### src/rtl/pkt_filter_defines.svh
/*
 * Width macros for the packet filter.
 * Stream word size, sideband field widths and counter width.
 */

`ifndef PKT_FILTER_DEFINES_SVH
`define PKT_FILTER_DEFINES_SVH

// bytes carried by one stream word.
`define PKT_DATA_BYTES 8

`define PKT_DEST_WID 4
`define PKT_ID_WID 4

// statistics counters wrap at this width.
`define PKT_CNT_WID 32

`endif

### src/rtl/pkt_stats_pkg.sv
/*
 * Statistics types.
 * Drop counter type and the register address map.
 */

`include "pkt_filter_defines.svh"

package pkt_stats_pkg;

   typedef logic [`PKT_CNT_WID-1:0] stat_cnt_t;

   // register map of the drop probe.
   typedef enum logic {
      REG_DROP_PKTS  = 1'b0,
      REG_DROP_BYTES = 1'b1
   } stat_reg_t;

endpackage

### src/rtl/pkt_stream_pkg.sv
/*
 * Packet stream types.
 * Data, keep, destination and id fields, and the output slice mode.
 */

`include "pkt_filter_defines.svh"

package pkt_stream_pkg;

   typedef logic [`PKT_DATA_BYTES*8-1:0] pkt_data_t;
   typedef logic [`PKT_DATA_BYTES-1:0]   pkt_keep_t;
   typedef logic [`PKT_DEST_WID-1:0]     pkt_dest_t;
   typedef logic [`PKT_ID_WID-1:0]       pkt_id_t;

   // PULL passes ready back combinationally.
   // PUSH is a two entry skid with registered ready.
   typedef enum logic {
      PULL = 1'b0,
      PUSH = 1'b1
   } pipe_mode_t;

endpackage

### src/rtl/pkt_classify.sv
/*
 * Classification stage.
 * One word pipeline register that flags blocked packets on their first word.
 */

`include "pkt_filter_defines.svh"

module pkt_classify (
   input  logic                         clk,
   input  logic                         srst,

   input  logic                         in_tvalid,
   output logic                         in_tready,
   input  pkt_stream_pkg::pkt_data_t    in_tdata,
   input  pkt_stream_pkg::pkt_keep_t    in_tkeep,
   input  logic                         in_tlast,
   input  pkt_stream_pkg::pkt_id_t      in_tid,
   input  pkt_stream_pkg::pkt_dest_t    in_tdest,

   input  logic [2**`PKT_DEST_WID-1:0]  block_mask,

   output logic                         out_tvalid,
   input  logic                         out_tready,
   output pkt_stream_pkg::pkt_data_t    out_tdata,
   output pkt_stream_pkg::pkt_keep_t    out_tkeep,
   output logic                         out_tlast,
   output pkt_stream_pkg::pkt_id_t      out_tid,
   output pkt_stream_pkg::pkt_dest_t    out_tdest,

   output logic                         drop_pkt
);

   logic in_fire;
   logic sop_next;    // next input word starts a packet.
   logic out_first;   // held word is the first of its packet.

   assign in_tready = !out_tvalid || out_tready;
   assign in_fire   = in_tvalid && in_tready;

   // --------------------
   // pipeline register.
   // --------------------
   always_ff @(posedge clk) begin
      if (srst) begin
         out_tvalid <= 1'b0;
      end else if (in_tready) begin
         out_tvalid <= in_tvalid;
      end
   end

   always_ff @(posedge clk) begin
      if (in_fire) begin
         out_tdata <= in_tdata;
         out_tkeep <= in_tkeep;
         out_tlast <= in_tlast;
         out_tid   <= in_tid;
         out_tdest <= in_tdest;
      end
   end

   // --------------------
   // first word tracking.
   // --------------------
   // follows this stage's own tlast transfers, so stalls do not upset it.
   always_ff @(posedge clk) begin
      if (srst) begin
         sop_next  <= 1'b1;
         out_first <= 1'b0;
      end else if (in_fire) begin
         sop_next  <= in_tlast;
         out_first <= sop_next;
      end
   end

   assign drop_pkt = out_tvalid && out_first && block_mask[out_tdest];

endmodule

### src/rtl/pkt_drop.sv
/*
 * Drop stage.
 * Removes every word of a flagged packet and drives the drop probe tap.
 */

module pkt_drop (
   input  logic                       clk,
   input  logic                       srst,

   input  logic                       in_tvalid,
   output logic                       in_tready,
   input  pkt_stream_pkg::pkt_data_t  in_tdata,
   input  pkt_stream_pkg::pkt_keep_t  in_tkeep,
   input  logic                       in_tlast,
   input  pkt_stream_pkg::pkt_id_t    in_tid,
   input  pkt_stream_pkg::pkt_dest_t  in_tdest,

   output logic                       out_tvalid,
   input  logic                       out_tready,
   output pkt_stream_pkg::pkt_data_t  out_tdata,
   output pkt_stream_pkg::pkt_keep_t  out_tkeep,
   output logic                       out_tlast,
   output pkt_stream_pkg::pkt_id_t    out_tid,
   output pkt_stream_pkg::pkt_dest_t  out_tdest,

   input  logic                       drop_pkt,

   output logic                       tap_valid,
   output pkt_stream_pkg::pkt_keep_t  tap_keep,
   output logic                       tap_last
);

   logic drop_latch;
   logic drop;

   // holds the drop through the rest of the packet.
   always_ff @(posedge clk) begin
      if (srst) begin
         drop_latch <= 1'b0;
      end else if (in_tvalid && in_tready && in_tlast) begin
         drop_latch <= 1'b0;
      end else if (drop_pkt) begin
         drop_latch <= 1'b1;
      end
   end

   assign drop = drop_pkt || drop_latch;

   // dropped words are taken at full rate whatever the output does.
   assign in_tready  = out_tready || drop;
   assign out_tvalid = in_tvalid && !drop;
   assign out_tdata  = in_tdata;
   assign out_tkeep  = in_tkeep;
   assign out_tlast  = in_tlast;
   assign out_tid    = in_tid;
   assign out_tdest  = in_tdest;

   // in_tready is high while dropping, so valid alone marks acceptance.
   assign tap_valid = in_tvalid && drop;
   assign tap_keep  = in_tkeep;
   assign tap_last  = in_tlast;

endmodule

### src/rtl/pkt_filter_top.sv
/*
 * Packet filter top level.
 * Classify, drop and output slice in a chain, with the drop probe on the side.
 */

`include "pkt_filter_defines.svh"

module pkt_filter_top #(
   parameter pkt_stream_pkg::pipe_mode_t OUT_PIPE_MODE = pkt_stream_pkg::PULL
) (
   input  logic                         clk,
   input  logic                         srst,

   input  logic                         in_tvalid,
   output logic                         in_tready,
   input  pkt_stream_pkg::pkt_data_t    in_tdata,
   input  pkt_stream_pkg::pkt_keep_t    in_tkeep,
   input  logic                         in_tlast,
   input  pkt_stream_pkg::pkt_id_t      in_tid,
   input  pkt_stream_pkg::pkt_dest_t    in_tdest,

   output logic                         out_tvalid,
   input  logic                         out_tready,
   output pkt_stream_pkg::pkt_data_t    out_tdata,
   output pkt_stream_pkg::pkt_keep_t    out_tkeep,
   output logic                         out_tlast,
   output pkt_stream_pkg::pkt_id_t      out_tid,
   output pkt_stream_pkg::pkt_dest_t    out_tdest,

   input  logic [2**`PKT_DEST_WID-1:0]  block_mask,

   input  logic                         reg_rd,
   input  pkt_stats_pkg::stat_reg_t     reg_addr,
   output pkt_stats_pkg::stat_cnt_t     reg_rdata,
   output logic                         reg_rdata_valid
);

   import pkt_stream_pkg::*;

   // --------------------
   // classify to drop.
   // --------------------
   logic       c_tvalid, c_tready, c_tlast, drop_pkt;
   pkt_data_t  c_tdata;
   pkt_keep_t  c_tkeep;
   pkt_id_t    c_tid;
   pkt_dest_t  c_tdest;

   // --------------------
   // drop to output slice.
   // --------------------
   logic       d_tvalid, d_tready, d_tlast;
   pkt_data_t  d_tdata;
   pkt_keep_t  d_tkeep;
   pkt_id_t    d_tid;
   pkt_dest_t  d_tdest;

   // probe tap.
   logic       tap_valid, tap_last;
   pkt_keep_t  tap_keep;

   pkt_classify u_classify (
      .clk, .srst,
      .in_tvalid, .in_tready, .in_tdata, .in_tkeep, .in_tlast, .in_tid, .in_tdest,
      .block_mask,
      .out_tvalid (c_tvalid), .out_tready (c_tready), .out_tdata (c_tdata),
      .out_tkeep  (c_tkeep),  .out_tlast  (c_tlast),  .out_tid   (c_tid),
      .out_tdest  (c_tdest),
      .drop_pkt
   );

   pkt_drop u_drop (
      .clk, .srst,
      .in_tvalid  (c_tvalid), .in_tready  (c_tready), .in_tdata  (c_tdata),
      .in_tkeep   (c_tkeep),  .in_tlast   (c_tlast),  .in_tid    (c_tid),
      .in_tdest   (c_tdest),
      .out_tvalid (d_tvalid), .out_tready (d_tready), .out_tdata (d_tdata),
      .out_tkeep  (d_tkeep),  .out_tlast  (d_tlast),  .out_tid   (d_tid),
      .out_tdest  (d_tdest),
      .drop_pkt,
      .tap_valid, .tap_keep, .tap_last
   );

   pkt_probe u_probe (
      .clk, .srst,
      .tap_valid, .tap_keep, .tap_last,
      .reg_rd, .reg_addr, .reg_rdata, .reg_rdata_valid
   );

   stream_pipe #(.MODE(OUT_PIPE_MODE)) u_out_pipe (
      .clk, .srst,
      .in_tvalid  (d_tvalid), .in_tready  (d_tready), .in_tdata  (d_tdata),
      .in_tkeep   (d_tkeep),  .in_tlast   (d_tlast),  .in_tid    (d_tid),
      .in_tdest   (d_tdest),
      .out_tvalid, .out_tready, .out_tdata, .out_tkeep, .out_tlast, .out_tid, .out_tdest
   );

endmodule

### src/rtl/pkt_probe.sv
/*
 * Drop probe.
 * Counts dropped packets and dropped bytes, serves register reads.
 */

`include "pkt_filter_defines.svh"

module pkt_probe (
   input  logic                       clk,
   input  logic                       srst,

   input  logic                       tap_valid,
   input  pkt_stream_pkg::pkt_keep_t  tap_keep,
   input  logic                       tap_last,

   input  logic                       reg_rd,
   input  pkt_stats_pkg::stat_reg_t   reg_addr,
   output pkt_stats_pkg::stat_cnt_t   reg_rdata,
   output logic                       reg_rdata_valid
);

   import pkt_stats_pkg::*;

   stat_cnt_t                             drop_pkts;
   stat_cnt_t                             drop_bytes;
   logic [$clog2(`PKT_DATA_BYTES+1)-1:0]  keep_cnt;

   // number of valid bytes in the tapped word.
   always_comb begin
      keep_cnt = '0;
      for (int i = 0; i < `PKT_DATA_BYTES; i++) begin
         keep_cnt = keep_cnt + tap_keep[i];
      end
   end

   // --------------------
   // counters.
   // --------------------
   // both wrap, there is no clear.
   always_ff @(posedge clk) begin
      if (srst) begin
         drop_pkts  <= '0;
         drop_bytes <= '0;
      end else if (tap_valid) begin
         drop_bytes <= drop_bytes + stat_cnt_t'(keep_cnt);
         if (tap_last) begin
            drop_pkts <= drop_pkts + 1'b1;
         end
      end
   end

   // --------------------
   // register read.
   // --------------------
   always_ff @(posedge clk) begin
      if (srst) begin
         reg_rdata_valid <= 1'b0;
      end else begin
         reg_rdata_valid <= reg_rd;
      end
   end

   always_ff @(posedge clk) begin
      if (reg_rd) begin
         case (reg_addr)
            REG_DROP_PKTS:  reg_rdata <= drop_pkts;
            REG_DROP_BYTES: reg_rdata <= drop_bytes;
            default:        reg_rdata <= '0;
         endcase
      end
   end

endmodule

### src/rtl/stream_pipe.sv
/*
 * Output register slice.
 * PULL mode is one register, PUSH mode is a main register plus skid.
 */

module stream_pipe #(
   parameter pkt_stream_pkg::pipe_mode_t MODE = pkt_stream_pkg::PULL
) (
   input  logic                       clk,
   input  logic                       srst,

   input  logic                       in_tvalid,
   output logic                       in_tready,
   input  pkt_stream_pkg::pkt_data_t  in_tdata,
   input  pkt_stream_pkg::pkt_keep_t  in_tkeep,
   input  logic                       in_tlast,
   input  pkt_stream_pkg::pkt_id_t    in_tid,
   input  pkt_stream_pkg::pkt_dest_t  in_tdest,

   output logic                       out_tvalid,
   input  logic                       out_tready,
   output pkt_stream_pkg::pkt_data_t  out_tdata,
   output pkt_stream_pkg::pkt_keep_t  out_tkeep,
   output logic                       out_tlast,
   output pkt_stream_pkg::pkt_id_t    out_tid,
   output pkt_stream_pkg::pkt_dest_t  out_tdest
);

   import pkt_stream_pkg::*;

   logic main_free;

   assign main_free = !out_tvalid || out_tready;

   if (MODE == PULL) begin : g_pull
      assign in_tready = main_free;

      always_ff @(posedge clk) begin
         if (srst) begin
            out_tvalid <= 1'b0;
         end else if (main_free) begin
            out_tvalid <= in_tvalid;
         end
      end

      always_ff @(posedge clk) begin
         if (in_tvalid && main_free) begin
            {out_tdata, out_tkeep, out_tlast, out_tid, out_tdest} <=
               {in_tdata, in_tkeep, in_tlast, in_tid, in_tdest};
         end
      end
   end else begin : g_push
      logic       skid_valid;
      pkt_data_t  skid_tdata;
      pkt_keep_t  skid_tkeep;
      logic       skid_tlast;
      pkt_id_t    skid_tid;
      pkt_dest_t  skid_tdest;

      // ready is the registered emptiness of the skid.
      assign in_tready = !skid_valid;

      always_ff @(posedge clk) begin
         if (srst) begin
            out_tvalid <= 1'b0;
            skid_valid <= 1'b0;
         end else if (main_free) begin
            out_tvalid <= skid_valid || in_tvalid;
            skid_valid <= 1'b0;
         end else if (in_tvalid && in_tready) begin
            skid_valid <= 1'b1;
         end
      end

      // the skid word is older than any input word, so it moves first.
      always_ff @(posedge clk) begin
         if (main_free) begin
            if (skid_valid) begin
               {out_tdata, out_tkeep, out_tlast, out_tid, out_tdest} <=
                  {skid_tdata, skid_tkeep, skid_tlast, skid_tid, skid_tdest};
            end else begin
               {out_tdata, out_tkeep, out_tlast, out_tid, out_tdest} <=
                  {in_tdata, in_tkeep, in_tlast, in_tid, in_tdest};
            end
         end else if (in_tvalid && in_tready) begin
            {skid_tdata, skid_tkeep, skid_tlast, skid_tid, skid_tdest} <=
               {in_tdata, in_tkeep, in_tlast, in_tid, in_tdest};
         end
      end
   end

endmodule

### config.mk
export PLATFORM = sky130hd
export DESIGN_NAME = pkt_filter_top
export DESIGN_NICKNAME = d
export VERILOG_FILES = /design/src/rtl/pkt_stats_pkg.sv /design/src/rtl/pkt_stream_pkg.sv /design/src/rtl/pkt_classify.sv /design/src/rtl/pkt_drop.sv /design/src/rtl/pkt_filter_top.sv /design/src/rtl/pkt_probe.sv /design/src/rtl/stream_pipe.sv
export VERILOG_INCLUDE_DIRS = /design/src /design/src/rtl
export SDC_FILE = /design/constraint.sdc
export NUM_CORES = 1
export LEC_CHECK = 0
export ABC_AREA = 1
export BUFFER_PORTS_ARGS = -buffer_cell sky130_fd_sc_hd__buf_2
export CAP_MARGIN = 20
export CORE_MARGIN = 2
export CORE_UTILIZATION = 55
export DETAILED_ROUTE_END_ITERATION = 6
export GPL_ROUTABILITY_DRIVEN = 0
export PLACE_DENSITY = 0.87
export RECOVER_POWER = 25
export SLEW_MARGIN = 25
export SYNTH_ARGS = -nofsm -noshare
export SYNTH_HDL_FRONTEND = slang
export SYNTH_SLANG_ARGS = --single-unit
### constraint.sdc
create_clock -name clk -period 15.9 [get_ports clk]
set_input_delay 3.18 -clock clk [delete_from_list [all_inputs] [get_ports clk]]
set_output_delay 3.18 -clock clk [all_outputs]
set_load 0.05 [all_outputs]
==> summary.md <==
| Metric | Value |
|---|---|
| Initial cell density of the core | `0.558` |
| Flops & latches, synth | `264` |
| Die ar. | `0.0208 mm2` |
| Clock Latency Late Sink | `520 ps` |
| Area of the multi-input gates | `0.00308 mm2` |
| Worst hold slack | `416 ps` |
| Worst hold path type | `flop to flop` |
| Final worst path period need | `7570 ps` |
| Tcrit/Tclk final | `0.476` |
| Leak Pwr | `5.03 nW` |
| Startpoint Class | `input port` |
| Dpl ws | `8340 ps` |
| Vias post-DR | `7,904` |
| Syn Nets | `1,106` |
| CP max FO | `6` |
| First-pass GRT wire length | `39,200 um` |
| Status | `finished, final reports clean` |
| H-tree depth | `1` |
| Ys Warns | `0` |
| Largest family of logic cells by synthesized area | `simple AND/OR/NAND/NOR gates` |
| Maxcap violations | `0` |
| Post-Route WL | `25,900 um` |
| WP data arrival | `4390 ps` |
| Site Rows | `51` |
| Adder-cell share of the synthesized area | `0.0185` |
| Final Hold Fails | `0` |
| RSZ-0062 raised after global routing | `no` |
| PortBufs | `218` |
| DR WL/cell | `17.3 um` |
| Mean post-synth cell area | `10.9 um2` |
| Overall Global Routing Usage | `0.246` |
| Placed Instances | `1,448` |
| WP data required | `12,720 ps` |
| Number of CTS-inserted buffers | `27` |
| Filler instances | `1,420` |
| Synth area leader | `edfxtp_1` |
| Vias in the first global route | `7,345` |
| FMAX | `132 MHz` |
| Register Area | `0.00723 mm2` |
| Multiplexer share of the synthesized area | `0.00313` |
| Critical Path End Type | `primary output` |
| Core area | `0.0193 mm2` |
| Final non-filler cell total | `1,501` |
| Max-slew violation count | `0` |
| Peak VDD IR | `0.109 mV` |
| Post-synthesis xor/xnor area fraction | `0.0463` |
| Proportion of layout cells with a drive suffix above 1 | `0.226` |
| Clk sink count | `264` |
| Chip width | `144 um` |
| Final WS setup | `8330 ps` |
| # nets final | `1,328` |
| Hold Buf Count CTS | `0` |
| Post-DP Area | `0.0121 mm2` |
| Grt total ovfl | `0` |
| Post-synth top area share | `0.540` |
| Post-Layout Inst Area | `0.0130 mm2` |
| Synth cell types | `34` |
| Clock-pin slew on the worst setup and hold paths | `60 ps` |
| Root Driver | `clkbuf_16` |
| Final setup fails | `0` |
| Kind of critical path | `input port to primary output` |
| Compound-Gate Fraction of Synth Area | `0.0489` |
| Tightest Pin Transition | `990 ps` |
| Die Ht | `144 um` |
| Simple-Gate Fraction of Synth Area | `0.168` |
| Skew final | `10.3 ps` |
| Largest net degree at the start of global routing | `83` |
| Rel. slew slack | `0.340` |
| Dpl hpwl | `18,300 um` |
| Post-DRT Antenna Nets | `0` |
| Setup Buffers After CTS | `0` |
| Setup TNS | `0 ps` |
| CTS tree | `built` |
| Residual DRC count | `0` |
| Area grow syn2layout | `20.2%` |
| Post-CTS Resized | `0` |
| Register area share after synthesis | `0.670` |
| # IOs | `219` |
| First-pass DRT Iterations | `6` |
| Vias per std cell | `5.27` |
| Post-Syn Instances | `990` |
| Post-Synthesis Cell Area | `0.0108 mm2` |
| Synth area leaders | `edfxtp_1 54%, dfxtp_1 13%, nand2_1 9.8%` |
| 1st-iter DRT viols | `823` |
| CTS Buffer Depth | `3` |
| PwrDens | `117 mW/mm2` |
| Initial antenna violation count | `3` |
-- cell usage after synthesis --
cell	count
a21oi_1	67
a21oi_4	1
and2_1	1
and3_1	3
buf_2	5
buf_4	5
buf_6	4
clkbuf_1	14
clkinv_4	1
dfxtp_1	70
edfxtp_1	194
fa_1	5
ha_1	8
inv_1	83
inv_2	1
inv_4	1
mux2_2	3
nand2_1	282
nand2_4	2
nand3_1	28
nand3_2	2
nand3_4	1
nand3b_1	2
nand4_1	10
nor2_1	69
nor2_2	1
nor3_1	31
nor3b_1	1
nor4_1	4
o21a_1	1
o21ai_0	32
o21ai_2	1
xnor2_1	8
xor2_1	49
-- cell type report --
type	count	area share
Tap cell	265	0.0256
Inverter	86	0.0255
Clock buffer	32	0.0551
Antenna cell	4	0.000771
Sequential cell	264	0.557
Timing Repair Buffer	221	0.0864
Multi-Input combinational cell	612	0.238
Clock inverter	17	0.0122
-- where the power goes --
group | internal (W) | switching, W
clock network | 0.000368 | 0.000246
logic | 0.0000300 | 0.0000941
registers | 0.000771 | 0.00000906
total | 0.00117 | 0.000349
-- flip-flops by register name (all words and copies together), names as in the netlist --
| name | count |
|---|---|
| u_out_pipe.out_tvalid | 1 |
| u_out_pipe.out_tkeep | 8 |
| u_probe.reg_rdata_valid | 1 |
| u_drop.drop_latch | 1 |
| u_classify.sop_next | 1 |
| u_out_pipe.out_tdest | 4 |
| u_probe.drop_bytes | 32 |
| u_classify.out_tdest | 4 |
| u_probe.drop_pkts | 32 |
| u_out_pipe.out_tid | 4 |
| u_classify.out_tkeep | 8 |
| u_classify.out_tid | 4 |
| u_classify.out_tvalid | 1 |
| u_out_pipe.out_tlast | 1 |
| u_classify.out_tdata | 64 |
| u_out_pipe.out_tdata | 64 |
| u_probe.reg_rdata | 32 |
| u_classify.out_first | 1 |
| u_classify.out_tlast | 1 |
-- final timing paths --
| check | depth (start not counted) | endpoint | slack (ps) | start |
|---|---|---|---|---|
| max | 10 | in_tready | 8330 | block_mask[7] |
| min | 0 | u_out_pipe.out_tdata[36] | 420 | u_classify.out_tdata[36] |
| max reg2reg | 17 | u_probe.drop_bytes[26] | 11340 | u_classify.out_tkeep[1] |
| min reg2reg | 0 | u_out_pipe.out_tdata[36] | 420 | u_classify.out_tdata[36] |
-- worst max-delay path, stage by stage --
cell and delay [ps]:
buf_2 100, inv_1 50, nand2_1 50, nand3_1 100, nand3_1 80, nand2_1 70
nand2_1 80, nand3_4 120, nand4_1 250, buf_2 310
-- cell usage in the layout (no fill, tap or decap), types with 3 or more instances in the layout --
| master | n |
|---|---|
| mux2_2 | 3 |
| diode_2 | 4 |
| ha_1 | 8 |
| nand3_1 | 28 |
| nor3_1 | 31 |
| clkinv_1 | 5 |
| xor2_1 | 49 |
| edfxtp_1 | 194 |
| nor2_1 | 68 |
| nand2_1 | 282 |
| o21ai_0 | 32 |
| buf_2 | 218 |
| dfxtp_1 | 70 |
| a21oi_1 | 67 |
| clkinv_2 | 7 |
| fa_1 | 5 |
| nand4_1 | 10 |
| clkbuf_1 | 3 |
| inv_1 | 82 |
| clkbuf_16 | 27 |
| xnor2_1 | 8 |
| nor4_1 | 4 |
| and3_1 | 3 |
| bufinv_16 | 3 |
-- metal layers --
metal,part of all wire,wire [um],vias to the layer above,track usage
li1,-,-,3762,-
met1,0.38,9820,3685,0.315
met2,0.51,13300,386,0.429
met3,0.073,1890,71,0.0364
met4,0.035,918,0,0.0908
met5,0,0,-,0
-- metrics by stage --
step                       util  power [W]
after global routing      0.671    0.00156
after floorplan               -   0.000876
after detailed placement  0.625   0.000915
after CTS                 0.670    0.00153
final                     0.671    0.00152
after global placement    0.625   0.000910
-- kinds of logic after synthesis --
logic type	after synthesis
AOI/OAI and AO/OA	102
adders and majority gates	13
DFF	264
xor gates and xnor gates	57
and+or+nand+nor	437
muxes	3
buffers and inverters	114
(Power assumes the default switching activity.)
